`src/animPkg.sv`:
```
package animPkg;

    typedef enum logic [3:0] {
        Idle, Walk1, Walk2, Walk3, Walk4, Sniff1, Sniff2, Surprised,
        Jump, Fall, Wait, Launch, Hold
    } dogState_e;

    typedef enum logic [1:0] {Parked, Start, Fly, Gone} duckState_e;

    typedef enum logic {SprDog, SprDuck} sprite_e;

    typedef struct packed {
        sprite_e    sprite;
        logic [4:0] frame;
        logic [9:0] x;
        logic [9:0] y;
    } spriteCmd_t;

    localparam logic [9:0] DOG_GROUND_Y   = 10'd290;
    localparam logic [9:0] DOG_START_X    = 10'd11;
    localparam logic [9:0] WALK_STRIDE    = 10'd8;      // Pixels per walk frame
    localparam logic [9:0] SEGMENT_STRIDE = 10'd32;     // Pixels per walk cycle
    localparam logic [9:0] DUCK_START_Y   = 10'd300;

    localparam int ROM_ADDR_W = 6;
    localparam int ROM_W      = 20;
    localparam int ROM_DEPTH  = 28;

    localparam logic [ROM_ADDR_W-1:0] JUMP_BASE = 6'd0;
    localparam logic [ROM_ADDR_W-1:0] FALL_BASE = 6'd10;
    localparam logic [ROM_ADDR_W-1:0] FLAP_BASE = 6'd20;
    localparam logic [ROM_ADDR_W-1:0] BOB_BASE  = 6'd24;

    // Arc words are {X offset from jump start, absolute Y}
    localparam logic [ROM_W-1:0] PATH_ROM [ROM_DEPTH] = '{
        {10'd0, 10'd290},   {10'd9, 10'd274},   {10'd18, 10'd260},  {10'd27, 10'd248},
        {10'd36, 10'd238},  {10'd45, 10'd229},  {10'd54, 10'd222},  {10'd63, 10'd217},
        {10'd74, 10'd213},  {10'd85, 10'd212},
        {10'd85, 10'd212},  {10'd96, 10'd213},  {10'd107, 10'd217}, {10'd116, 10'd222},
        {10'd125, 10'd229}, {10'd134, 10'd238}, {10'd143, 10'd248}, {10'd152, 10'd260},
        {10'd161, 10'd274}, {10'd170, 10'd290},
        {10'd0, 10'd0},     {10'd0, 10'd1},     {10'd0, 10'd1},     {10'd0, 10'd0},  // Flap
        {10'd0, 10'd0},     {10'd0, 10'd2},     {10'd0, 10'd4},     {10'd0, 10'd2}   // Bob
    };

endpackage
```
`src/pathRomBus.sv`:
```
`timescale 1ns/100ps

// One ROM read channel, req and addr held until grant
interface pathRomBus import animPkg::*; ();

    logic                  req;
    logic [ROM_ADDR_W-1:0] addr;
    logic                  grant;     // One cycle wide
    logic [ROM_W-1:0]      data;      // Valid the cycle after grant only

    modport requester (
        output req,
        output addr,
        input  grant,
        input  data
    );

    modport arbiter (
        input  req,
        input  addr,
        output grant,
        output data
    );

endinterface

```
`src/duckAnimTop.sv`:
```
`timescale 1ns/100ps

module duckAnimTop import animPkg::*; #(
    parameter int WALK_SEGMENTS = 2,
    parameter int WAIT_FRAMES   = 10,
    parameter int FLIGHT_STEPS  = 12,
    parameter int CMD_CREDITS   = 4
) (
    input  logic       ANIM_Clk,
    input  logic       Reset,
    input  logic       frameTick,
    input  logic       run,
    input  logic [1:0] duckColor,
    input  logic [1:0] duckDirection,
    input  logic [9:0] duckStartX,
    input  logic       cmdCredit,
    output logic       cmdValid,
    output logic       cmdSprite,
    output logic [4:0] cmdFrame,
    output logic [9:0] cmdX,
    output logic [9:0] cmdY
);

    spriteCmd_t dogCmd;
    spriteCmd_t duckCmd;
    logic       dogPending;
    logic       duckPending;
    logic       dogAccept;
    logic       duckAccept;
    logic       duckLaunch;    // Dog hands over to the duck
    logic       duckDone;

    pathRomBus dogRom ();
    pathRomBus duckRom ();

    pathRomArbiter uArbiter (
        .ANIM_Clk (ANIM_Clk),
        .Reset    (Reset),
        .dogPort  (dogRom),
        .duckPort (duckRom)
    );

    dogControl #(
        .WALK_SEGMENTS (WALK_SEGMENTS),
        .WAIT_FRAMES   (WAIT_FRAMES)
    ) uDog (
        .ANIM_Clk   (ANIM_Clk),
        .Reset      (Reset),
        .frameTick  (frameTick),
        .run        (run),
        .rom        (dogRom),
        .dogCmd     (dogCmd),
        .dogPending (dogPending),
        .dogAccept  (dogAccept),
        .duckLaunch (duckLaunch),
        .duckDone   (duckDone)
    );

    duckControl #(
        .FLIGHT_STEPS (FLIGHT_STEPS)
    ) uDuck (
        .ANIM_Clk      (ANIM_Clk),
        .Reset         (Reset),
        .frameTick     (frameTick),
        .duckLaunch    (duckLaunch),
        .duckColor     (duckColor),
        .duckDirection (duckDirection),
        .duckStartX    (duckStartX),
        .rom           (duckRom),
        .duckCmd       (duckCmd),
        .duckPending   (duckPending),
        .duckAccept    (duckAccept),
        .duckDone      (duckDone)
    );

    spriteCmdOut #(
        .CMD_CREDITS (CMD_CREDITS)
    ) uCmdOut (
        .ANIM_Clk    (ANIM_Clk),
        .Reset       (Reset),
        .dogCmd      (dogCmd),
        .dogPending  (dogPending),
        .duckCmd     (duckCmd),
        .duckPending (duckPending),
        .dogAccept   (dogAccept),
        .duckAccept  (duckAccept),
        .cmdCredit   (cmdCredit),
        .cmdValid    (cmdValid),
        .cmdSprite   (cmdSprite),
        .cmdFrame    (cmdFrame),
        .cmdX        (cmdX),
        .cmdY        (cmdY)
    );

endmodule

```
`src/spriteCmdOut.sv`:
```
`timescale 1ns/100ps

module spriteCmdOut import animPkg::*; #(
    parameter int CMD_CREDITS = 4
) (
    input  logic       ANIM_Clk,
    input  logic       Reset,
    input  spriteCmd_t dogCmd,
    input  logic       dogPending,
    input  spriteCmd_t duckCmd,
    input  logic       duckPending,
    output logic       dogAccept,
    output logic       duckAccept,
    input  logic       cmdCredit,
    output logic       cmdValid,
    output logic       cmdSprite,
    output logic [4:0] cmdFrame,
    output logic [9:0] cmdX,
    output logic [9:0] cmdY
);

    localparam int CREDIT_W = $clog2(CMD_CREDITS + 1);

    logic [CREDIT_W-1:0] creditCount;    // Free slots in the renderer
    logic                haveCredit;
    logic                send;
    spriteCmd_t          chosen;

    // Dog wins a tie, duck follows next cycle
    assign haveCredit = (creditCount != '0);
    assign dogAccept  = haveCredit && dogPending;
    assign duckAccept = haveCredit && duckPending && !dogPending;
    assign send       = dogAccept || duckAccept;
    assign chosen     = dogPending ? dogCmd : duckCmd;

    always_ff @(posedge ANIM_Clk or posedge Reset)
    begin
        if (Reset)
        begin
            creditCount <= CREDIT_W'(CMD_CREDITS);
            cmdValid    <= 1'b0;
        end
        else
        begin
            cmdValid <= send;
            case ({send, cmdCredit})
                2'b10:   creditCount <= creditCount - CREDIT_W'(1);
                2'b01:   creditCount <= creditCount + CREDIT_W'(1);
                default: ;     // Both or neither leave the count alone
            endcase
        end
    end

    always_ff @(posedge ANIM_Clk)
    begin
        if (send)
        begin
            cmdSprite <= chosen.sprite;
            cmdFrame  <= chosen.frame;
            cmdX      <= chosen.x;
            cmdY      <= chosen.y;
        end
    end

endmodule

```
`src/duckControl.sv`:
```
`timescale 1ns/100ps

module duckControl import animPkg::*; #(
    parameter int FLIGHT_STEPS = 12
) (
    input  logic         ANIM_Clk,
    input  logic         Reset,
    input  logic         frameTick,
    input  logic         duckLaunch,
    input  logic [1:0]   duckColor,
    input  logic [1:0]   duckDirection,
    input  logic [9:0]   duckStartX,
    pathRomBus.requester rom,
    output spriteCmd_t   duckCmd,
    output logic         duckPending,
    input  logic         duckAccept,
    output logic         duckDone
);

    localparam int STEP_W = $clog2(FLIGHT_STEPS + 1);
    localparam logic [9:0] DUCK_SPEED = 10'd4;

    duckState_e        state;
    logic [1:0]        color;
    logic [1:0]        direction;    // 00 NW, 01 W, 10 NE, 11 E
    logic [9:0]        startX;
    logic [STEP_W-1:0] stepCnt;
    logic [1:0]        flapIdx;
    logic              romWait;
    logic              step;
    logic              cmdLoad;
    logic [4:0]        baseFrame;
    spriteCmd_t        cmdNext;

    assign step      = frameTick && !duckPending && !rom.req && !romWait;
    assign cmdLoad   = romWait || (step && state == Start);
    assign baseFrame = {color, direction, 1'b0};     // Colour*8 + direction*2

    // Flight moves from the previous command position
    always_comb
    begin
        cmdNext.sprite = SprDuck;
        if (state == Start)
        begin
            cmdNext.frame = baseFrame;
            cmdNext.x     = startX;
            cmdNext.y     = DUCK_START_Y;
        end
        else
        begin
            cmdNext.frame = baseFrame + rom.data[4:0];
            cmdNext.x     = direction[1] ? duckCmd.x + DUCK_SPEED : duckCmd.x - DUCK_SPEED;
            cmdNext.y     = duckCmd.y - DUCK_SPEED;
        end
    end

    always_ff @(posedge ANIM_Clk)
    begin
        if (state == Parked && duckLaunch)
        begin
            color     <= duckColor;
            direction <= duckDirection;
            startX    <= duckStartX;
        end
        if (cmdLoad)
            duckCmd <= cmdNext;
    end

    always_ff @(posedge ANIM_Clk or posedge Reset)
    begin
        if (Reset)
        begin
            state       <= Parked;
            stepCnt     <= '0;
            flapIdx     <= 2'd0;
            romWait     <= 1'b0;
            rom.req     <= 1'b0;
            rom.addr    <= '0;
            duckPending <= 1'b0;
            duckDone    <= 1'b0;
        end
        else
        begin
            duckDone <= 1'b0;
            romWait  <= rom.grant;
            if (rom.grant)
                rom.req <= 1'b0;
            if (cmdLoad)
                duckPending <= 1'b1;
            else if (duckAccept)
                duckPending <= 1'b0;

            case (state)
                Parked:
                    if (duckLaunch)
                        state <= Start;
                Start:
                    if (step)
                    begin
                        state   <= Fly;
                        stepCnt <= '0;
                        flapIdx <= 2'd0;
                    end
                Fly:
                begin
                    if (step)
                    begin
                        rom.req  <= 1'b1;
                        rom.addr <= FLAP_BASE + ROM_ADDR_W'(flapIdx);
                    end
                    if (romWait)
                    begin
                        flapIdx <= flapIdx + 2'd1;
                        stepCnt <= stepCnt + STEP_W'(1);
                        if (stepCnt == STEP_W'(FLIGHT_STEPS - 1))
                        begin
                            state    <= Gone;
                            duckDone <= 1'b1;
                        end
                    end
                end
                Gone: state <= Parked;     // Ready for the next launch
                default: state <= Parked;
            endcase
        end
    end

endmodule

```
`src/dogControl.sv`:
```
`timescale 1ns/100ps

module dogControl import animPkg::*; #(
    parameter int WALK_SEGMENTS = 2,
    parameter int WAIT_FRAMES   = 10
) (
    input  logic         ANIM_Clk,
    input  logic         Reset,
    input  logic         frameTick,
    input  logic         run,
    pathRomBus.requester rom,
    output spriteCmd_t   dogCmd,
    output logic         dogPending,
    input  logic         dogAccept,
    output logic         duckLaunch,
    input  logic         duckDone
);

    localparam int SEG_W  = $clog2(WALK_SEGMENTS + 1);
    localparam int WAIT_W = $clog2(WAIT_FRAMES + 1);

    dogState_e         state;        // Frame shown on the next tick
    logic [9:0]        baseX;        // X at the end of the last walk cycle
    logic [SEG_W-1:0]  segCnt;
    logic              secondSniff;
    logic [3:0]        arcIdx;
    logic [WAIT_W-1:0] waitCnt;
    logic [1:0]        bobIdx;
    logic              duckGone;     // Duck finished, leave Hold
    logic              romWait;
    logic              step;
    logic              tickEmit;
    logic              cmdLoad;
    logic [9:0]        walkX;
    spriteCmd_t        cmdNext;

    // Tick only counts when nothing is in flight
    assign step     = frameTick && !dogPending && !rom.req && !romWait;
    assign tickEmit = (state == Idle) ? run
                    : (state inside {Walk1, Walk2, Walk3, Walk4, Sniff1, Sniff2, Surprised});
    assign cmdLoad  = romWait || (step && tickEmit);
    assign walkX    = baseX + WALK_STRIDE * 10'(state - Walk1 + 1);

    always_comb
    begin
        cmdNext.sprite = SprDog;
        cmdNext.frame  = 5'd0;
        cmdNext.x      = baseX;
        cmdNext.y      = DOG_GROUND_Y;
        case (state)
            Idle:
                cmdNext.x = DOG_START_X;
            Walk1:
            begin
                cmdNext.frame = 5'd1;
                cmdNext.x     = walkX;
            end
            Walk2:
            begin
                cmdNext.frame = 5'd2;
                cmdNext.x     = walkX;
            end
            Walk3, Walk4:
            begin
                cmdNext.frame = 5'd3;
                cmdNext.x     = walkX;
            end
            Sniff1:    cmdNext.frame = 5'd4;
            Sniff2:    cmdNext.frame = 5'd5;
            Surprised: cmdNext.frame = 5'd6;
            Jump, Fall:
            begin
                cmdNext.frame = (state == Jump) ? 5'd7 : 5'd8;
                cmdNext.x     = baseX + rom.data[19:10];
                cmdNext.y     = rom.data[9:0];
            end
            Hold:
            begin
                cmdNext.frame = 5'd9;
                cmdNext.x     = dogCmd.x;                 // Last fall point
                cmdNext.y     = DOG_GROUND_Y - rom.data[9:0];
            end
            default: ;
        endcase
    end

    always_ff @(posedge ANIM_Clk)
    begin
        if (cmdLoad)
            dogCmd <= cmdNext;
    end

    always_ff @(posedge ANIM_Clk or posedge Reset)
    begin
        if (Reset)
        begin
            state       <= Idle;
            baseX       <= DOG_START_X;
            segCnt      <= '0;
            secondSniff <= 1'b0;
            arcIdx      <= 4'd0;
            waitCnt     <= '0;
            bobIdx      <= 2'd0;
            duckGone    <= 1'b0;
            romWait     <= 1'b0;
            rom.req     <= 1'b0;
            rom.addr    <= '0;
            dogPending  <= 1'b0;
            duckLaunch  <= 1'b0;
        end
        else
        begin
            duckLaunch <= 1'b0;
            romWait    <= rom.grant;
            if (rom.grant)
                rom.req <= 1'b0;
            if (cmdLoad)
                dogPending <= 1'b1;
            else if (dogAccept)
                dogPending <= 1'b0;

            // ROM word in hand, step the table index
            if (romWait)
            begin
                if (state == Hold)
                    bobIdx <= bobIdx + 2'd1;
                else if (arcIdx == 4'd9)
                begin
                    arcIdx <= 4'd0;
                    state  <= (state == Jump) ? Fall : Wait;
                end
                else
                    arcIdx <= arcIdx + 4'd1;
            end

            if (step)
            begin
                case (state)
                    Idle:
                        if (run)
                        begin
                            state       <= Walk1;
                            baseX       <= DOG_START_X;
                            segCnt      <= '0;
                            secondSniff <= 1'b0;
                        end
                    Walk1: state <= Walk2;
                    Walk2: state <= Walk3;
                    Walk3: state <= Walk4;
                    Walk4:
                    begin
                        baseX <= baseX + SEGMENT_STRIDE;
                        if (segCnt == SEG_W'(WALK_SEGMENTS - 1))
                        begin
                            segCnt <= '0;
                            state  <= Sniff1;
                        end
                        else
                        begin
                            segCnt <= segCnt + SEG_W'(1);
                            state  <= Walk1;
                        end
                    end
                    Sniff1: state <= Sniff2;
                    Sniff2:
                    begin
                        secondSniff <= 1'b1;
                        state       <= secondSniff ? Surprised : Walk1;
                    end
                    Surprised: state <= Jump;
                    Jump, Fall:
                    begin
                        rom.req  <= 1'b1;
                        rom.addr <= ((state == Jump) ? JUMP_BASE : FALL_BASE)
                                  + ROM_ADDR_W'(arcIdx);
                    end
                    Wait:
                        if (waitCnt == WAIT_W'(WAIT_FRAMES - 1))
                        begin
                            waitCnt <= '0;
                            state   <= Launch;
                        end
                        else
                            waitCnt <= waitCnt + WAIT_W'(1);
                    Launch:
                    begin
                        duckLaunch <= 1'b1;
                        duckGone   <= 1'b0;
                        state      <= Hold;
                    end
                    Hold:
                        if (duckGone)
                        begin
                            duckGone <= 1'b0;
                            state    <= Idle;
                        end
                        else
                        begin
                            rom.req  <= 1'b1;
                            rom.addr <= BOB_BASE + ROM_ADDR_W'(bobIdx);
                        end
                    default: state <= Idle;
                endcase
            end

            if (duckDone)
                duckGone <= 1'b1;
        end
    end

endmodule

```
`src/pathRomArbiter.sv`:
```
`timescale 1ns/100ps

module pathRomArbiter import animPkg::*; (
    input  logic       ANIM_Clk,
    input  logic       Reset,
    pathRomBus.arbiter dogPort,
    pathRomBus.arbiter duckPort
);

    localparam int IDX_W = $clog2(ROM_DEPTH);

    logic duckFirst;     // Priority flips after every grant
    logic dogWant;
    logic duckWant;
    logic dogWin;
    logic duckWin;

    // A port already holding grant is not served again
    assign dogWant  = dogPort.req && !dogPort.grant;
    assign duckWant = duckPort.req && !duckPort.grant;
    assign dogWin   = dogWant && (!duckWant || !duckFirst);
    assign duckWin  = duckWant && !dogWin;

    always_ff @(posedge ANIM_Clk or posedge Reset)
    begin
        if (Reset)
        begin
            dogPort.grant  <= 1'b0;
            duckPort.grant <= 1'b0;
            duckFirst      <= 1'b0;
        end
        else
        begin
            dogPort.grant  <= dogWin;
            duckPort.grant <= duckWin;
            if (dogWin || duckWin)
                duckFirst <= dogWin;
        end
    end

    // Address is still held while grant is high
    always_ff @(posedge ANIM_Clk)
    begin
        if (dogPort.grant)
            dogPort.data <= PATH_ROM[dogPort.addr[IDX_W-1:0]];
        if (duckPort.grant)
            duckPort.data <= PATH_ROM[duckPort.addr[IDX_W-1:0]];
    end

endmodule

```
`config.mk`:
```
export PLATFORM = sky130hd
export DESIGN_NAME = duckAnimTop
export DESIGN_NICKNAME = d
export VERILOG_FILES = /design/src/animPkg.sv /design/src/pathRomBus.sv /design/src/duckAnimTop.sv /design/src/spriteCmdOut.sv /design/src/duckControl.sv /design/src/dogControl.sv /design/src/pathRomArbiter.sv
export SDC_FILE = /design/constraint.sdc
export NUM_CORES = 1
export LEC_CHECK = 0
export ABC_AREA = 1
export BUFFER_PORTS_ARGS = -buffer_cell sky130_fd_sc_hd__buf_4
export CAP_MARGIN = 40
export CORE_MARGIN = 2
export CORE_UTILIZATION = 35
export CTS_CLUSTER_DIAMETER = 40
export DETAILED_ROUTE_END_ITERATION = 16
export GPL_ROUTABILITY_DRIVEN = 0
export SYNTH_ARGS = -nofsm -noshare
export SYNTH_HDL_FRONTEND = slang
export SYNTH_SLANG_ARGS = --single-unit
```
`constraint.sdc`:
```
create_clock -name ANIM_Clk -period 3.5 [get_ports ANIM_Clk]
set_input_delay 0.7 -clock ANIM_Clk [delete_from_list [all_inputs] [get_ports ANIM_Clk]]
set_output_delay 0.7 -clock ANIM_Clk [all_outputs]
set_load 0.02 [all_outputs]
```
Yosys cells after proc, flatten, opt, wreduce, memory -nomap -nowiden

Memories as Yosys holds them, arrays and structs flattened. A register that Yosys moved wholly into a read port is not among the register bits.
Index checks and enable logic that the tools add are counted.

$add $sub $neg: 21
Muxes and demuxes: 62
Equal/unequal tests: 27
Reduce and logical (&&, ||, !) cells: 60
Bitwise gates (word level): 3

Operators with widths:

| kind                    | number |
|---|---|
| $mux W4                 | 13 |
| $pmux W4 S12            | 1 |
| $pmux W10 S2            | 2 |
| $pmux W10 S4            | 1 |
| $pmux W5 S8             | 1 |
| $eq A4 B4 Y1 const B    | 8 |
| $mux W26                | 1 |
| $mux W25                | 1 |
| $add A10 B10 Y10        | 2 |
| $mux W1                 | 20 |
| $mux W10                | 2 |
| $sub A10 B3 Y10 const B | 2 |
| $mux W2                 | 9 |
| $reduce_bool A2 Y1      | 9 |
| $eq A4 B3 Y1 const B    | 4 |
| $logic_and A1 B1 Y1     | 16 |
| $add A4 B1 Y4 const B   | 3 |
| $not A5 Y6              | 2 |
| $reduce_and A2 Y1       | 6 |
| $reduce_and A3 Y1       | 4 |
| $logic_not A1 Y1        | 11 |
| $add A10 B3 Y10 const B | 1 |
| $add A10 B6 Y10 const B | 1 |
| $add A5 B2 Y5 const A   | 2 |
| other kinds (31)        | 51 |

Output and inout bits: 27
ROM bits: 1,280
Memories: 2
Logic and storage cells: 215
Bits in registers: 151

Memories:

| name            | words | bits a word | read ports | clocked after memory_dff | write ports | line                 | source |
|---|---|---|---|---|---|---|---|
| (no name shown) | 32    | 20          | 1          | 1                        | 0           | pathRomArbiter.sv:45 | `dogPort.data <= PATH_ROM[dogPort.addr[IDX_W-1:0]];` |
| (no name shown) | 32    | 20          | 1          | 1                        | 0           | pathRomArbiter.sv:47 | `duckPort.data <= PATH_ROM[duckPort.addr[IDX_W-1:0]];` |

Logic depth before layout (Yosys ltp)

Gate-level depths: netlist (run 1).

Word-level depth: 8
Depth in mapped cells: 14
Depth with buffers taken out: 13

Modules after synthesis

Synthesis (run 1) repeated with hierarchy kept, for this count alone.

Cells, all modules: 1,136
Area, all modules: 9,893.2 um2

Modules (own cells, without submodules):

| module         | cells an instance | area an instance (um2) | times used |
|---|---|---|---|
| dogControl     | 470               | 3,726.1                | 1 |
| duckControl    | 269               | 2,671.3                | 1 |
| pathRomArbiter | 258               | 2,148.3                | 1 |
| spriteCmdOut   | 139               | 1,347.5                | 1 |

Worst setup path before layout (run 1)

OpenSTA, ideal clock, no wires.

Path type: reg2reg
Start point: register uCmdOut.creditCount[2]
End point: register uCmdOut.creditCount[1]
Setup time: 0.125 ns
Path slack: 0.341 ns
Clock period less this slack: 3.159 ns
Arrival: 3.034 ns
Cell stages (with the launch flop): 8
Required time: 3.375 ns
Cells stage by stage: dfstp_2 > nor3_1 > a21oi_1 > inv_1 > ha_1 > inv_1 > fa_1 > mux2_2

Cells in the longest elaborated chain, start to end: 6

RTL lines:

| element                                                  | line               | source |
|---|---|---|
| start: declaration                                       | spriteCmdOut.sv:24 | `logic [CREDIT_W-1:0] creditCount;` |
| start signal: assignment                                 | spriteCmdOut.sv:40 | `creditCount <= CREDIT_W'(CMD_CREDITS);` |
| start signal: assignment                                 | spriteCmdOut.sv:47 | `2'b10: creditCount <= creditCount - CREDIT_W'(1);` |
| start signal: assignment                                 | spriteCmdOut.sv:48 | `2'b01: creditCount <= creditCount + CREDIT_W'(1);` |
| $reduce_bool A3 Y1 *                                     | spriteCmdOut.sv:30 | `assign haveCredit = (creditCount != '0);` |
| $logic_and A1 B1 Y1 (2 in series)                        | spriteCmdOut.sv:32 | `assign duckAccept = haveCredit && duckPending && !dogPending;` |
| $logic_or A1 B1 Y1 *                                     | spriteCmdOut.sv:33 | `assign send = dogAccept \|\| duckAccept;` |
| via uCmdOut.send                                         | spriteCmdOut.sv:26 | `logic send;` |
| $eq A2 B1 Y1 / $eq A2 B2 Y1 (equally long branches)      | spriteCmdOut.sv:46 | `case ({send, cmdCredit})` |
| $pmux W3 S2 / $reduce_bool A2 Y1 (equally long branches) | --                 |  |

Mark *: on every way through the listed nets, which the timed path passes. The rest lies on a longest branch.
A chain may end at the register's enable or synchronous reset.

Worst setup path in the final report (run 1)

Start point: register uDog.state[1]
End point: register uDog.state[0]

Cells in the longest elaborated chain, start to end: 8

RTL lines:

| element                           | line                                                    | source |
|---|---|---|
| start: declaration                | dogControl.sv:22                                        | `dogState_e state;` |
| start signal: assignment          | dogControl.sv:97                                        | `state <= Idle;` |
| start signal: assignment          | dogControl.sv:130                                       | `state <= (state == Jump) ? Fall : Wait;` |
| start signal: assignment          | dogControl.sv:142                                       | `state <= Walk1;` |
| $eq A4 B4 Y1                      | dogControl.sv:130, dogControl.sv:138                    |  |
| $mux W2                           | dogControl.sv:130                                       |  |
| $mux W4                           | dogControl.sv:127                                       | `else if (arcIdx == 4'd9)` |
| $mux W4                           | dogControl.sv:125                                       | `if (state == Hold)` |
| $mux W4                           | dogControl.sv:123                                       | `if (romWait)` |
| $mux W4, on equally long branches | dogControl.sv:192, dogControl.sv:140, dogControl.sv:178 |  |
| $pmux W4 S12                      | dogControl.sv:138                                       | `case (state)` |
| $mux W4 *                         | dogControl.sv:136                                       | `if (step)` |

Mark *: on every way between the ends. The rest lies on a longest branch, timed or not.

==> results of run 1 <==
logic make-up (layout without fill, tap and decap cells):
group | after synthesis | count (layout) | share of synthesized area [%]
compound gates | 138 | 138 | 8.93
xor+xnor | 18 | 18 | 1.83
fa+ha+maj | 47 | 47 | 7.17
buf+inv | 143 | 207 | 6.51
flops | 163 | 163 | 53.6
mux | 2 | 2 | 0.247
simple gates | 425 | 425 | 21.7
layout make-up:
class	instances	share of cell area (%)
multi-input cells	630	34.7
inverters	124	4.78
clock buffers	17	4.28
well taps	324	4.08
repair buffers	51	4.05
flip-flops and latches	163	46.5
clock inverters	15	1.62
worst register-to-register path, stage by stage, from the launching register on:
cell and delay [ns]:
dfrtp_1 0.46, inv_1 0.17, ha_1 0.29, nand2_1 0.17, nor2_2 0.42, inv_1 0.37
nand2_1 0.20, nor2_1 0.08, o21ai_0 0.18, o21ai_0 0.12, nand2_1 0.07
cell usage after synthesis, types with 4 or more instances:
cell type,n
a21oi_1,39
buf_2,5
clkbuf_1,12
dfrtp_1,53
edfxtp_1,108
fa_1,4
ha_1,43
inv_1,116
inv_2,6
nand2_1,238
nand2_2,4
nand3_1,69
nand3b_1,5
nand4_1,17
nor2_1,65
nor2_2,4
nor2_4,4
nor3_1,8
o211ai_1,4
o21ai_0,66
o22ai_1,6
o31ai_1,6
or2_2,6
xnor2_1,7
xor2_1,11
state kept, by name, summed over array words and instances (netlist names), 3 cells and up:
signal and count:
uDuck.duckCmd 23, uCmdOut.cmdX 10, uCmdOut.cmdY 10, uDog.waitCnt 4, uCmdOut.cmdFrame 5, uDog.baseX 6, uArbiter.duckPort.data 5, uDog.arcIdx 4
uDuck.startX 10, uDog.state 4, uDog.dogCmd 24, uDuck.stepCnt 4, uDuck.rom.addr 3, uDog.rom.addr 5, uArbiter.dogPort.data 16, uCmdOut.creditCount 3
per-stage QoR:
step,util [%],worst slack [ns],total power [uW],hold slack [ns],cells
finish,41.0,0.916,8900,0.330,1324
global route,41.0,0.655,9580,0.379,1324
CTS,41.0,0.942,8960,0.356,1324
detailed placement,38.6,0.955,7080,0.484,1292
global placement,38.4,0.929,6990,0.482,1290
floorplan,-,0.341,5920,0.413,936
worst paths after layout:
kind                                   startpoint                     end  slack, ns  cells after the start
min                                         Reset        uDuck.stepCnt[1]       0.33                      2
max in group asynchronous                   Reset           uDog.baseX[3]       2.29                      3
max                                 uDog.state[1]           uDog.state[0]       0.92                     10
max reg2reg                         uDog.state[1]           uDog.state[0]       0.92                     10
min in group ANIM_Clk            duckDirection[0]      uDuck.direction[0]       0.43                      1
min reg2reg                uCmdOut.creditCount[2]  uCmdOut.creditCount[2]       0.49                      1
power by group:
group | internal [uW] | switching (uW) | leakage (uW)
logic | 1220 | 2250 | 0.00243
registers | 3090 | 490 | 0.00169
clock network | 1010 | 850 | 0.000288
total | 5320 | 3590 | 0.00440
metal layers:
| layer | GRT usage (%) | vias up |
|---|---|---|
| met5 | 0 | - |
| met4 | 5.36 | 0 |
| met3 | 2.48 | 30 |
| met2 | 24.0 | 172 |
| met1 | 21.5 | 2945 |
| li1 | - | 3243 |
==> results.json, run 1 <==
{
  "fin_crit_ns": 2.58,
  "top_layer": "met4",
  "crit_fanout": 13,
  "synth_cell_types": 49,
  "min_period_over_period_pct": 73.8,
  "power_density_nw_per_um2": 896,
  "cp-end-kind": "register",
  "num_vias": 6390,
  "drive_gt1_share_pct": 12.0,
  "antenna_found_initial": 0,
  "grt_max_degree": 34,
  "final_cell_mix": "nand2_1, inv_1, edfxtp_1, nand3_1, o21ai_0",
  "fin_skew_ns": 0.0112,
  "multi_input_area_um2": 3440,
  "n_fill_cell": 2408,
  "gr-usage-all-layers_pct": 15.3,
  "crit_path_start_kind": "register",
  "nNetsFinal": 1053,
  "cts_tree": "built",
  "drc": 0,
  "criticalPathCategory": "reg -> reg",
  "clock_tree.root_cell": "clkbuf_16",
  "area_growth_syn_to_layout_pct": 15.3,
  "avgRoutedWirePerCell_um": 14.4,
  "hold_violations": 0,
  "synth_area_leaders": "edfxtp_1, dfrtp_1, nand2_1, ha_1, inv_1",
  "synth_top_cell_by_area": "edfxtp_1",
  "ys_dominant_reg_cell": "edfxtp_1",
  "synth_edf_count": 108,
  "wl_mm": 19.0,
  "post_cts_buffers": 0,
  "synth-seq-area-share_pct": 53.6,
  "syn-num-nets": 1002,
  "fmax_mhz": 387,
  "clockBufferDepth": 2,
  "yosysTopAreaCellShare_pct": 37.6,
  "worstMarginPinSlew_ns": 0.711,
  "cp.required_ns": 3.87,
  "clk_latency_ns": 0.43,
  "dr.pass1.iters": 5,
  "cpLargestDelayFamily": "simple AND/OR/NAND/NOR gates",
  "dieWidth_um": 161,
  "worstPathArrival_ns": 2.95,
  "irDropWorstVdd_v": 0.000373,
  "numClockSinks": 163,
  "slew_viol_final": 0,
  "register_area_um2": 4620,
  "cap_viol_max_count": 0,
  "ant_nets": 0,
  "wirelength_met1_mm": 9.12,
  "design_area_um2": 9940,
  "overflow": 0,
  "path_cells": "inv_1 -> ha_1 -> nand2_1 -> nor2_2 -> inv_1 -> nand2_1 -> nor2_1 -> o21ai_0 -> o21ai_0 -> nand2_1",
  "run_status": "complete, no violations",
  "diodes": 0,
  "final_common_cell": "nand2_1",
  "yosysWarnings": 0,
  "synthCells": 936,
  "start_util_pct": 35.5,
  "hpwl_mm": 14.3,
  "cts.clk_slew.worst_paths_ns": 0.07,
  "path_buf_inv": 2,
  "cts_made_buffers": 17,
  "die_y_um": 161,
  "finalSetupViolations": 0,
  "wl_met2_mm": 8.64,
  "vias_per_cell": 4.83,
  "drt_iter0_drc": 445,
  "hold_class": "in -> async",
  "portBuffers": 45,
  "crit_top_cell": "nand2_1",
  "core_area_um2": 24200,
  "critPathMaxStageDelay_ns": 0.46,
  "rows": 57,
  "post_cts_resized": 0,
  "wl_met3_um": 911,
  "cp_slowest_cell": "dfrtp_1",
  "finalSetupTns_ns": 0,
  "rsz0062_at_grt": "false",
  "synth_seq_cells": 163,
  "dpl_cell_area_um2": 9350,
  "boundaryPins": 46,
  "synth_area_per_cell_um2": 9.20,
  "leakage_uw": 0.00440,
  "grt_pass1_vias": 6014,
  "ctsHoldBuffers": 0,
  "synth_area_um2": 8620,
  "h-tree-depth": 4,
  "dieArea_um2": 25900,
  "grt_first_pass_wirelength_mm": 31.2,
  "async_flop_share_pct": 33.7,
  "slew_headroom_pct": 52.6
}
Power figures use the tool's default switching activity.
==> run 2: changes to the inputs <==
clock period = 2.5 ns   (was 3.5 ns; I/O delays follow)
==> run 2 against run 1 <==
Effect of this change: sequential cell count did not move; clock-buffer cell count up 1; sequential share of layout area is 0.23 points lower; highest routed layer unchanged; clock power grew 38%; first-iteration DRC count up 28%; sequential power up 39%; setup slack lost 0.68 ns; final area is 0.50% higher.
==> results.json, run 2 (synthesized netlist as in run 1, its figures left out) <==
{
  "run_status": "complete, no violations",
  "h-tree-depth": 4,
  "cts_made_buffers": 17,
  "crit_path_start_kind": "register",
  "ctsHoldBuffers": 0,
  "setup.worst_path.end": "uDog.rom.addr[3]",
  "core_area_um2": 24200,
  "overflow": 0,
  "boundaryPins": 46,
  "reg_top3": "uDog.dogCmd x24, uDuck.duckCmd x23, uArbiter.dogPort.data x16",
  "diodes": 0,
  "regMostFlops": "uDog.dogCmd",
  "final_common_cell": "nand2_1",
  "crit_fanout": 7,
  "final_cells": 1333,
  "drive_gt1_share_pct": 12.7,
  "cts_tree": "built",
  "swShare_pct": 40.1,
  "rows": 57,
  "hold_violations": 0,
  "fin_skew_ns": 0.0106,
  "finalSetupViolations": 0,
  "start_util_pct": 35.5,
  "placed_cells": 1301,
  "avgRoutedWirePerCell_um": 14.1,
  "clock_tree.root_cell": "clkbuf_16",
  "clockPowerShare_pct": 20.6,
  "drc": 0,
  "hold_class": "in -> async",
  "wl_mm": 18.8,
  "gr-usage-all-layers_pct": 15.0,
  "cp.required_ns": 2.85,
  "path_buf_inv": 2,
  "cpLargestDelayFamily": "adder cells",
  "cp-end-kind": "register",
  "r2r-end": "uDog.rom.addr[3]",
  "p_int_uw": 7470,
  "path_cells": "inv_1 -> ha_1 -> nand2_1 -> inv_1 -> nand2_1 -> ha_1 -> ha_1 -> or2_2 -> nand3_1 -> nand2_1 -> o21ai_0",
  "worstPathArrival_ns": 2.62,
  "reg2reg_from": "uDog.state[1]",
  "grt_max_degree": 34,
  "dpl_cell_area_um2": 9410,
  "dieArea_um2": 25900,
  "final_cell_mix": "nand2_1, inv_1, edfxtp_1, nand3_1, o21ai_0",
  "num_vias": 6502,
  "rsz0062_at_grt": "false",
  "fmax_mhz": 441,
  "power_density_nw_per_um2": 1250,
  "largest_register_ffs": 24,
  "clk_latency_ns": 0.44,
  "criticalPathCategory": "reg -> reg",
  "r2r_cells": 11,
  "irDropWorstVdd_v": 0.000496,
  "slew_viol_final": 0,
  "grt_pass1_vias": 5973,
  "nNetsFinal": 1062,
  "dieWidth_um": 161,
  "min_period_over_period_pct": 90.7,
  "post_cts_buffers": 0,
  "design_area_um2": 9990,
  "clockBufferDepth": 2,
  "cts.clk_slew.worst_paths_ns": 0.07,
  "p_sw_uw": 5000,
  "startpoint": "uDog.state[1]",
  "numClockSinks": 163,
  "cp_slowest_cell": "dfrtp_1",
  "dr.pass1.iters": 6,
  "critPathMaxStageDelay_ns": 0.47,
  "area_growth_syn_to_layout_pct": 15.9,
  "sequentialPowerShare_pct": 39.8,
  "grt_first_pass_wirelength_mm": 30.8,
  "hpwl_mm": 14.1,
  "power_frac_comb_pct": 39.6,
  "fin_crit_ns": 2.27,
  "leakage_uw": 0.00443,
  "finalSetupTns_ns": 0,
  "drt_iter0_drc": 569,
  "post_cts_resized": 0,
  "register_area_um2": 4620,
  "slew_headroom_pct": 52.0,
  "portBuffers": 45,
  "die_y_um": 161,
  "multi_input_area_um2": 3440,
  "antenna_found_initial": 0,
  "cp_num_cells": 11,
  "n_fill_cell": 2385,
  "ff2ff_setup_slack_ns": 0.23,
  "worstMarginPinSlew_ns": 0.720,
  "ant_nets": 0,
  "p_total_uw": 12500,
  "vias_per_cell": 4.88,
  "cap_viol_max_count": 0
}
[run 2: metrics by stage]
step	hold slack (ns)	worst slack, ns	utilization [%]
5_1_grt	0.0753	0.0119	41.2
3_5_place_dp	0.479	0.259	38.8
2_1_floorplan	0.413	0.237	-
3_3_place_gp	0.482	0.337	38.8
6_report	0.0603	0.231	41.2
4_1_cts	0.0628	0.238	41.2
[run 2: how the worst min path moves through the flow]
stage	start	slack, ns	to
after global routing	Reset	0.08	uDuck.stepCnt[0]
after global placement	uDog.segCnt[1]	0.48	uDog.segCnt[1]
after floorplan	uDuck.duckDone	0.41	uDog.duckGone
after detailed placement	uCmdOut.creditCount[2]	0.48	uCmdOut.creditCount[2]
final	Reset	0.06	uDuck.stepCnt[0]
after CTS	Reset	0.06	uDuck.stepCnt[0]
[run 2: metal layers]
layer	share of wire (%)	global-route usage [%]	up-vias
met5	0	0	-
met4	1.6	4.79	0
met3	4.6	2.35	21
met2	47	24.2	192
met1	47	21.0	3024
li1	-	-	3265
[run 2: layout make-up]
| class | count | area share, % |
|---|---|---|
| sequential | 163 | 46.3 |
| multi-input combinational | 630 | 34.5 |
| inverter | 124 | 4.76 |
| timing repair buffer | 60 | 4.64 |
| clock buffer | 18 | 4.30 |
| tap | 324 | 4.06 |
| clock inverter | 14 | 1.48 |
[run 2: power groups by stage]
| stage | Sequential [uW] | Combinational (uW) | Clock (uW) |
|---|---|---|---|
| global route | 5090 | 5600 | 2710 |
| floorplan | 5080 | 3220 | 0 |
| detailed placement | 5020 | 4930 | 0 |
| CTS | 4980 | 4950 | 2620 |
| finish | 4970 | 4930 | 2570 |
| global placement | 5010 | 4900 | 0 |
